--- config.mk ---
export PLATFORM = sky130hd
export DESIGN_NAME = exe_top
export DESIGN_NICKNAME = d
export VERILOG_FILES = /design/src/hw/exe_pkg.sv /design/src/hw/ialu.sv /design/src/hw/ibr.sv /design/src/hw/exe.sv /design/src/hw/prf.sv /design/src/hw/rob_retire.sv /design/src/hw/exe_top.sv
export SDC_FILE = /design/constraint.sdc
export NUM_CORES = 2
export LEC_CHECK = 0
export BUFFER_PORTS_ARGS = -buffer_cell sky130_fd_sc_hd__buf_2
export CORE_MARGIN = 1
export CORE_UTILIZATION = 40
export DETAILED_ROUTE_END_ITERATION = 10
export PLACE_DENSITY = 0.54
export SETUP_SLACK_MARGIN = 0.05
export SLEW_MARGIN = 20
export SYNTH_ARGS = -nofsm -noshare
export SYNTH_HDL_FRONTEND = slang
export SYNTH_HIERARCHICAL = 1
export SYNTH_SLANG_ARGS = --single-unit
--- constraint.sdc ---
create_clock -name clk -period 24.5 [get_ports clk]
set_input_delay 3.675 -clock clk [delete_from_list [all_inputs] [get_ports clk]]
set_output_delay 3.675 -clock clk [all_outputs]
set_load 0.03 [all_outputs]
--- src/hw/exe_pkg.sv ---
package exe_pkg;

    localparam int XLEN     = 32;
    localparam int PRF_ID_W = 6;
    localparam int ROB_ID_W = 5;

    typedef logic [XLEN-1:0]     t_rv_reg_data;
    typedef logic [PRF_ID_W-1:0] t_prf_id;
    typedef logic [ROB_ID_W-1:0] t_rob_id;

    typedef enum logic [4:0] {
        U_ADD,
        U_SUB,
        U_AND,
        U_OR,
        U_XOR,
        U_SLL,
        U_SRL,
        U_SRA,
        U_SLT,
        U_SLTU,
        U_BEQ,
        U_BNE,
        U_BLT,
        U_BGE,
        U_BLTU,
        U_BGEU,
        U_JAL
    } t_uop;

    typedef enum logic [1:0] {
        OP_NONE,
        OP_REG,
        OP_IMM
    } t_optype;

    // Decoded micro-op with imm already sign-extended
    typedef struct packed {
        logic         valid;
        t_uop         uop;
        t_optype      src2_optype;
        t_optype      dst_optype;
        t_rv_reg_data imm;
        t_rv_reg_data pc;
        logic         pred_taken;
        logic         mispred;
    } t_uinstr;

    typedef struct packed {
        t_uinstr uinstr;
        t_prf_id psrc1;
        t_prf_id psrc2;
        t_prf_id pdst;
        t_rob_id robid;
    } t_iss_pkt;

    // Issue packet after register read
    typedef struct packed {
        t_uinstr      uinstr;
        t_prf_id      psrc1;
        t_prf_id      psrc2;
        t_prf_id      pdst;
        t_rob_id      robid;
        t_rv_reg_data src1_val;
        t_rv_reg_data src2_val;
    } t_exe_iss_pkt;

    typedef struct packed {
        t_prf_id      pdst;
        t_rv_reg_data data;
    } t_prf_wr_pkt;

    typedef struct packed {
        logic    valid;
        logic    mispred;
        t_rob_id robid;
    } t_rob_complete_pkt;

    typedef struct packed {
        logic         valid;
        t_rob_id      robid;
        t_rv_reg_data target;
    } t_br_mispred_pkt;

    typedef struct packed {
        logic         valid;
        t_rv_reg_data pc;
    } t_nuke_pkt;

endpackage

--- src/hw/ialu.sv ---
module ialu
    import exe_pkg::*;
(
    input  logic         clk,
    input  logic         arst_n,

    input  t_uinstr      uinstr_ex0,
    input  t_rv_reg_data src1val_ex0,
    input  t_rv_reg_data src2val_ex0,

    output logic         resvld_ex0,
    output t_rv_reg_data result_ex0
);

    logic [4:0] shamt_ex0;
    logic       is_alu_ex0;

    assign shamt_ex0 = src2val_ex0[4:0];

    always_comb begin
        is_alu_ex0 = uinstr_ex0.uop inside {
            U_ADD, U_SUB, U_AND, U_OR, U_XOR,
            U_SLL, U_SRL, U_SRA, U_SLT, U_SLTU
        };
    end

    assign resvld_ex0 = uinstr_ex0.valid & is_alu_ex0;

    always_comb begin
        result_ex0 = '0;
        case (uinstr_ex0.uop)
            U_ADD: begin
                result_ex0 = src1val_ex0 + src2val_ex0;
            end
            U_SUB: begin
                result_ex0 = src1val_ex0 - src2val_ex0;
            end
            U_AND: begin
                result_ex0 = src1val_ex0 & src2val_ex0;
            end
            U_OR: begin
                result_ex0 = src1val_ex0 | src2val_ex0;
            end
            U_XOR: begin
                result_ex0 = src1val_ex0 ^ src2val_ex0;
            end
            U_SLL: begin
                result_ex0 = src1val_ex0 << shamt_ex0;
            end
            U_SRL: begin
                result_ex0 = src1val_ex0 >> shamt_ex0;
            end
            U_SRA: begin
                // Arithmetic shift keeps the sign bit
                result_ex0 = t_rv_reg_data'($signed(src1val_ex0) >>> shamt_ex0);
            end
            U_SLT: begin
                result_ex0 = {{(XLEN-1){1'b0}}, $signed(src1val_ex0) < $signed(src2val_ex0)};
            end
            U_SLTU: begin
                result_ex0 = {{(XLEN-1){1'b0}}, src1val_ex0 < src2val_ex0};
            end
            default: begin
                result_ex0 = '0;
            end
        endcase
    end

endmodule

--- src/hw/ibr.sv ---
module ibr
    import exe_pkg::*;
(
    input  logic            clk,
    input  logic            arst_n,

    input  t_exe_iss_pkt    iss_pkt_ex0,
    input  t_rv_reg_data    src1val_ex0,
    input  t_rv_reg_data    src2val_ex0,

    output logic            resvld_ex0,
    output t_rv_reg_data    link_ex0,
    output t_br_mispred_pkt br_mispred_ex0
);

    t_uinstr      uinstr_ex0;
    logic         is_br_ex0;
    logic         is_jal_ex0;
    logic         taken_ex0;
    t_rv_reg_data target_ex0;

    assign uinstr_ex0 = iss_pkt_ex0.uinstr;

    always_comb begin
        is_br_ex0  = uinstr_ex0.uop inside {U_BEQ, U_BNE, U_BLT, U_BGE, U_BLTU, U_BGEU};
        is_jal_ex0 = uinstr_ex0.uop == U_JAL;
    end

    // Actual direction
    always_comb begin
        case (uinstr_ex0.uop)
            U_BEQ:   taken_ex0 = src1val_ex0 == src2val_ex0;
            U_BNE:   taken_ex0 = src1val_ex0 != src2val_ex0;
            U_BLT:   taken_ex0 = $signed(src1val_ex0) < $signed(src2val_ex0);
            U_BGE:   taken_ex0 = $signed(src1val_ex0) >= $signed(src2val_ex0);
            U_BLTU:  taken_ex0 = src1val_ex0 < src2val_ex0;
            U_BGEU:  taken_ex0 = src1val_ex0 >= src2val_ex0;
            U_JAL:   taken_ex0 = 1'b1;
            default: taken_ex0 = 1'b0;
        endcase
    end

    assign target_ex0 = uinstr_ex0.pc + uinstr_ex0.imm;
    assign link_ex0   = uinstr_ex0.pc + t_rv_reg_data'(4);

    // Only jal produces a register result
    assign resvld_ex0 = uinstr_ex0.valid & is_jal_ex0;

    always_comb begin
        br_mispred_ex0.valid  = uinstr_ex0.valid & (is_br_ex0 | is_jal_ex0)
                              & (taken_ex0 != uinstr_ex0.pred_taken);
        br_mispred_ex0.robid  = iss_pkt_ex0.robid;
        br_mispred_ex0.target = taken_ex0 ? target_ex0 : link_ex0;
    end

endmodule

--- src/hw/exe.sv ---
module exe
    import exe_pkg::*;
(
    input  logic              clk,
    input  logic              arst_n,
    input  t_nuke_pkt         nuke,

    input  t_exe_iss_pkt      iss_pkt_ex0,

    output t_br_mispred_pkt   br_mispred_ex0,

    output logic              iprf_wr_en_ex1,
    output t_prf_wr_pkt       iprf_wr_pkt_ex1,

    output t_rob_complete_pkt complete_ex1
);

    t_uinstr         uinstr_ex0;
    t_uinstr         uinstr_ql_ex0;
    t_rv_reg_data    src1val_ex0;
    t_rv_reg_data    src2val_ex0;
    t_rv_reg_data    result_ex0;

    logic            ialu_resvld_ex0;
    t_rv_reg_data    ialu_result_ex0;
    logic            ibr_resvld_ex0;
    t_rv_reg_data    ibr_link_ex0;
    t_br_mispred_pkt ibr_mispred_ex0;

    logic            valid_ex1;
    logic            live_ex1;
    t_uinstr         uinstr_ex1;
    t_rob_id         robid_ex1;
    t_prf_id         pdst_ex1;
    t_rv_reg_data    result_ex1;

    assign uinstr_ex0 = iss_pkt_ex0.uinstr;

    always_comb begin
        uinstr_ql_ex0         = uinstr_ex0;
        uinstr_ql_ex0.mispred = ibr_mispred_ex0.valid;
    end

    // Operand select
    assign src1val_ex0 = iss_pkt_ex0.src1_val;

    always_comb begin
        case (uinstr_ex0.src2_optype)
            OP_REG:  src2val_ex0 = iss_pkt_ex0.src2_val;
            OP_IMM:  src2val_ex0 = uinstr_ex0.imm;
            default: src2val_ex0 = '0;
        endcase
    end

    ialu u_ialu (
        .clk,
        .arst_n,
        .uinstr_ex0,
        .src1val_ex0,
        .src2val_ex0,
        .resvld_ex0 (ialu_resvld_ex0),
        .result_ex0 (ialu_result_ex0)
    );

    ibr u_ibr (
        .clk,
        .arst_n,
        .iss_pkt_ex0,
        .src1val_ex0,
        .src2val_ex0,
        .resvld_ex0     (ibr_resvld_ex0),
        .link_ex0       (ibr_link_ex0),
        .br_mispred_ex0 (ibr_mispred_ex0)
    );

    assign br_mispred_ex0 = ibr_mispred_ex0;

    always_comb begin
        result_ex0 = (ialu_resvld_ex0 ? ialu_result_ex0 : '0)
                   | (ibr_resvld_ex0  ? ibr_link_ex0    : '0);
    end

    always_ff @(posedge clk or negedge arst_n) begin
        if (!arst_n) begin
            valid_ex1 <= 1'b0;
        end else begin
            valid_ex1 <= uinstr_ql_ex0.valid & ~nuke.valid;
        end
    end

    always_ff @(posedge clk) begin
        uinstr_ex1 <= uinstr_ql_ex0;
        robid_ex1  <= iss_pkt_ex0.robid;
        pdst_ex1   <= iss_pkt_ex0.pdst;
        result_ex1 <= result_ex0;
    end

    // Op sitting in EX1 during a nuke is younger than the flushing branch
    assign live_ex1 = valid_ex1 & ~nuke.valid;

    always_comb begin
        complete_ex1.valid   = live_ex1;
        complete_ex1.mispred = uinstr_ex1.mispred;
        complete_ex1.robid   = robid_ex1;

        iprf_wr_en_ex1       = live_ex1 & (uinstr_ex1.dst_optype == OP_REG);
        iprf_wr_pkt_ex1.pdst = pdst_ex1;
        iprf_wr_pkt_ex1.data = result_ex1;
    end

endmodule

--- src/hw/prf.sv ---
module prf
    import exe_pkg::*;
#(
    parameter int NUM_PREGS = 48
) (
    input  logic         clk,
    input  logic         arst_n,

    input  t_prf_id      rd_id1,
    input  t_prf_id      rd_id2,
    output t_rv_reg_data rd_val1,
    output t_rv_reg_data rd_val2,

    input  logic         wr_en,
    input  t_prf_wr_pkt  wr_pkt
);

    t_rv_reg_data regs [NUM_PREGS];
    logic         wr_ok;

    // Register 0 never takes a write
    assign wr_ok = wr_en && (wr_pkt.pdst != '0) && (int'(wr_pkt.pdst) < NUM_PREGS);

    always_ff @(posedge clk or negedge arst_n) begin
        if (!arst_n) begin
            for (int i = 0; i < NUM_PREGS; i++) begin
                regs[i] <= '0;
            end
        end else if (wr_ok) begin
            regs[wr_pkt.pdst] <= wr_pkt.data;
        end
    end

    function automatic t_rv_reg_data read_port(t_prf_id id);
        t_rv_reg_data val;
        val = '0;
        if (id == '0 || int'(id) >= NUM_PREGS) begin
            val = '0;
        end else if (wr_ok && wr_pkt.pdst == id) begin
            // Same-cycle write bypass
            val = wr_pkt.data;
        end else begin
            val = regs[id];
        end
        return val;
    endfunction

    always_comb begin
        rd_val1 = read_port(rd_id1);
        rd_val2 = read_port(rd_id2);
    end

endmodule

--- src/hw/rob_retire.sv ---
module rob_retire
    import exe_pkg::*;
#(
    parameter int ROB_ENTRIES = 16
) (
    input  logic              clk,
    input  logic              arst_n,

    input  t_rob_complete_pkt complete,
    input  t_br_mispred_pkt   br_mispred,

    output logic              retire_valid,
    output t_rob_id           retire_robid,
    output t_nuke_pkt         nuke
);

    localparam int IDX_W = $clog2(ROB_ENTRIES);

    logic [IDX_W-1:0]       head;
    logic [IDX_W-1:0]       cmpl_idx;
    logic [IDX_W-1:0]       br_idx;
    logic [ROB_ENTRIES-1:0] cmpl_q;
    logic [ROB_ENTRIES-1:0] mispred_q;
    t_rv_reg_data           redir_q [ROB_ENTRIES];

    assign cmpl_idx = complete.robid[IDX_W-1:0];
    assign br_idx   = br_mispred.robid[IDX_W-1:0];

    // Retire straight from the head entry
    always_comb begin
        retire_valid = cmpl_q[head];
        retire_robid = t_rob_id'(head);
        nuke.valid   = cmpl_q[head] & mispred_q[head];
        nuke.pc      = redir_q[head];
    end

    always_ff @(posedge clk or negedge arst_n) begin
        if (!arst_n) begin
            head   <= '0;
            cmpl_q <= '0;
        end else if (nuke.valid) begin
            head   <= '0;
            cmpl_q <= '0;
        end else begin
            if (retire_valid) begin
                cmpl_q[head] <= 1'b0;
                head         <= head + IDX_W'(1);
            end
            if (complete.valid) begin
                cmpl_q[cmpl_idx] <= 1'b1;
            end
        end
    end

    // Per-entry mispred flag and redirect pc
    always_ff @(posedge clk) begin
        if (complete.valid) begin
            mispred_q[cmpl_idx] <= complete.mispred;
        end
        if (br_mispred.valid) begin
            redir_q[br_idx] <= br_mispred.target;
        end
    end

endmodule

--- src/hw/exe_top.sv ---
module exe_top
    import exe_pkg::*;
#(
    parameter int NUM_PREGS   = 48,
    parameter int ROB_ENTRIES = 16
) (
    input  logic            clk,
    input  logic            arst_n,

    input  logic            iss_valid,
    input  t_iss_pkt        iss_pkt,

    output t_br_mispred_pkt br_mispred,
    output logic            prf_wr_en,
    output t_prf_wr_pkt     prf_wr_pkt,
    output logic            retire_valid,
    output t_rob_id         retire_robid,
    output t_nuke_pkt       nuke
);

    t_rv_reg_data      src1_val;
    t_rv_reg_data      src2_val;
    t_exe_iss_pkt      exe_iss_pkt;
    t_rob_complete_pkt complete_ex1;

    prf #(
        .NUM_PREGS (NUM_PREGS)
    ) u_prf (
        .clk,
        .arst_n,
        .rd_id1  (iss_pkt.psrc1),
        .rd_id2  (iss_pkt.psrc2),
        .rd_val1 (src1_val),
        .rd_val2 (src2_val),
        .wr_en   (prf_wr_en),
        .wr_pkt  (prf_wr_pkt)
    );

    always_comb begin
        exe_iss_pkt.uinstr       = iss_pkt.uinstr;
        exe_iss_pkt.uinstr.valid = iss_pkt.uinstr.valid & iss_valid;
        exe_iss_pkt.psrc1        = iss_pkt.psrc1;
        exe_iss_pkt.psrc2        = iss_pkt.psrc2;
        exe_iss_pkt.pdst         = iss_pkt.pdst;
        exe_iss_pkt.robid        = iss_pkt.robid;
        exe_iss_pkt.src1_val     = src1_val;
        exe_iss_pkt.src2_val     = src2_val;
    end

    exe u_exe (
        .clk,
        .arst_n,
        .nuke,
        .iss_pkt_ex0     (exe_iss_pkt),
        .br_mispred_ex0  (br_mispred),
        .iprf_wr_en_ex1  (prf_wr_en),
        .iprf_wr_pkt_ex1 (prf_wr_pkt),
        .complete_ex1
    );

    rob_retire #(
        .ROB_ENTRIES (ROB_ENTRIES)
    ) u_rob_retire (
        .clk,
        .arst_n,
        .complete     (complete_ex1),
        .br_mispred,
        .retire_valid,
        .retire_robid,
        .nuke
    );

endmodule

==> impl_metrics.tcl <==
set metrics [dict create \
    fillers 26151 \
    wl_per_cell_um 34.4 \
    numPortBuffers 213 \
    grt_pass1_wl_um 607000 \
    ant_nets 0 \
    rsz0062_at_grt "no" \
    ctsHoldBuffers 0 \
    grt_overflow 0 \
    first_global_vias 79925 \
    hold_path.class "flip-flop to flip-flop" \
    core_area_um2 291000 \
    max_freq_mhz 59.7 \
    synth_area_um2 117000 \
    seqCellArea_um2 55800 \
    clockBufferDepth 4 \
    clk_latency_ps 970 \
    firstDrtPassIters 8 \
    period_needed_ps 16750 \
    drt_iter0_drc 8403 \
    post-route-drc-count 0 \
    numCtsBuffers 236 \
    nets 8633 \
    die_h_um 543 \
    cp-end-kind "output port" \
    crit_required_ps 20820 \
    synthCells 8426 \
    grt_usage 0.287 \
    maxSlewViolCount 0 \
    vias 80026 \
    relSlewSlack 0.128 \
    syn-num-nets 8700 \
    dieArea_um2 294000 \
    tritoncts "done" \
    cts_max_level 4 \
    areaGrowthSynthToFinish_pct 11.0 \
    place_congestion 0.948 \
    multi_input_area_um2 57100 \
    setup_viol 0 \
    layout-drive-gt1-share 0.417 \
    crit_path_max_fanout 84 \
    cap_violations 0 \
    m1WireLength_um 179000 \
    finalHoldViolCount 0 \
    route.met2.wl_um 192000 \
    fin_worst_skew_ps 134 \
    powerDensity_nw_per_um2 65.7 \
    final-instance-count-excl-fill 12475 \
    cts_sinks 2130 \
    antenna_found_initial 28 \
    row_count 198 \
    num_io_pins 218 \
    tns_ps 0 \
    ctsResizeCount 0 \
    met3WireLength_um 39500 \
    vias_per_cell 6.41 \
    die_w_um 543 \
    postCtsSetupRepairBufs 0 \
    critical_path.startpoint_type "primary input" \
    clkTransAtPathRegs_ps 60 \
    routed_wl_um 429000 \
    place_inst 12020 \
    ys.warnings.count 6 \
    maxUsedRoutingLayer "met5" \
    leakagePower_nw 55.3 \
    critical_path_class "primary input to output port" \
    tightest_slew_ps 1300 \
    status "completed" \
    cts_root_buffer "clkbuf_16" \
    cp.arrival_ps 13070 \
    start_util 0.402 \
    grt_max_degree 159 \
    dp_hpwl_um 268000 \
    fin_crit_sh 0.683 \
    syn_avg_cell_area_um2 13.9 \
    vdd.ir_drop.worst_mv 0.0653 \
]
## per-stage QoR
| stage | power (mW) | hold slack (ps) | util | cell area, µm² | setup slack [ps] |
|---|---|---|---|---|---|
| global route | 8.79 | 406 | 0.446 | 130000 | 7400 |
| detailed placement | 4.96 | 382 | 0.419 | 122000 | 7910 |
| CTS | 8.58 | 397 | 0.446 | 130000 | 7900 |
| global placement | 4.95 | 376 | 0.419 | 122000 | 7950 |
| finish | 8.52 | 392 | 0.446 | 130000 | 7750 |
| floorplan | 4.51 | 441 | - | 117000 | 11970 |
## routing by layer
layer  up-vias  GRT usage
li1      32485          -
met1     43095      0.394
met2      3674      0.436
met3       766     0.0733
met4         6      0.111
met5         -          0
## flip-flops by register name, summed over array words and instances, names as in the netlist
name	count
u_exe/uinstr_ex1	2
u_exe/complete_ex1	1
u_exe/robid_ex1	4
u_prf/regs	1536
u_rob_retire/redir_q	512
u_exe/valid_ex1	1
u_exe/pdst_ex1	6
u_exe/result_ex1	32
u_rob_retire/mispred_q	16
u_rob_retire/cmpl_q	16
u_rob_retire/head	4
## final timing paths
| check | startpoint | end | slack, ps | cells after the start |
|---|---|---|---|---|
| max in group asynchronous | arst_n | u_prf/regs[802] | 17090 | 6 |
| hold reg to reg | u_prf/regs[1535] | u_prf/regs[1535] | 390 | 0 |
| min in group asynchronous | arst_n | u_rob_retire/cmpl_q[6] | 2570 | 1 |
| setup / recovery | iss_pkt[12] | br_mispred[37] | 7750 | 24 |
| hold / removal | u_prf/regs[1535] | u_prf/regs[1535] | 390 | 0 |
| setup reg to reg | u_rob_retire/head[1] | u_rob_retire/redir_q[8][0] | 11330 | 30 |
## power breakdown
part	total (mW)	internal, mW	leakage [nW]	switching [mW]
Sequential	3.71	3.69	26.8	0.0278
Clock	3.61	2.09	3.88	1.53
Combinational	1.20	0.397	24.6	0.800
Total	8.52	6.17	55.3	2.36
## final cells by class
type                       count  share of cell area
clock inverter                89             0.00707
clock buffer                 349              0.0533
multi-input combinational   5319               0.440
inverter                     152             0.00441
sequential                  2130               0.430
antenna                       16            0.000309
timing repair buffer         520              0.0275
tap                         3900              0.0376
## cell usage in the layout (no fill, tap or decap), types with 46 or more instances in the layout
master / instances
mux2_2: 1620
dfrtp_1: 1553
mux4_2: 817
edfxtp_1: 528
nor2_1: 335
buf_4: 297
clkbuf_16: 238
mux2i_1: 234
o22ai_1: 225
nand2_1: 223
buf_2: 205
a21oi_1: 203
o21ai_0: 189
ha_1: 169
inv_1: 141
a22oi_1: 132
a211oi_1: 91
nor3_1: 79
o21ai_1: 73
xnor2_1: 64
nor2b_1: 61
clkbuf_1: 57
clkinv_2: 55
clkbuf_8: 54
nand3_1: 54
a22o_1: 46
## critical path: stages
cell	delay, ps
buf_8	460
buf_12	590
buf_4	600
buf_4	710
mux4_2	370
nor2_1	50
nor4_1	860
a211oi_1	400
nor3_1	790
a22oi_1	260
nor2_1	310
inv_1	80
ha_1	330
a21oi_1	150
o21a_1	170
o22ai_1	110
o31ai_2	370
nand2b_1	110
a32o_1	300
a311oi_4	290
buf_4	630
xor2_1	140
a211oi_1	840
buf_2	340
Note: power is estimated with default switching activity, not from simulation.
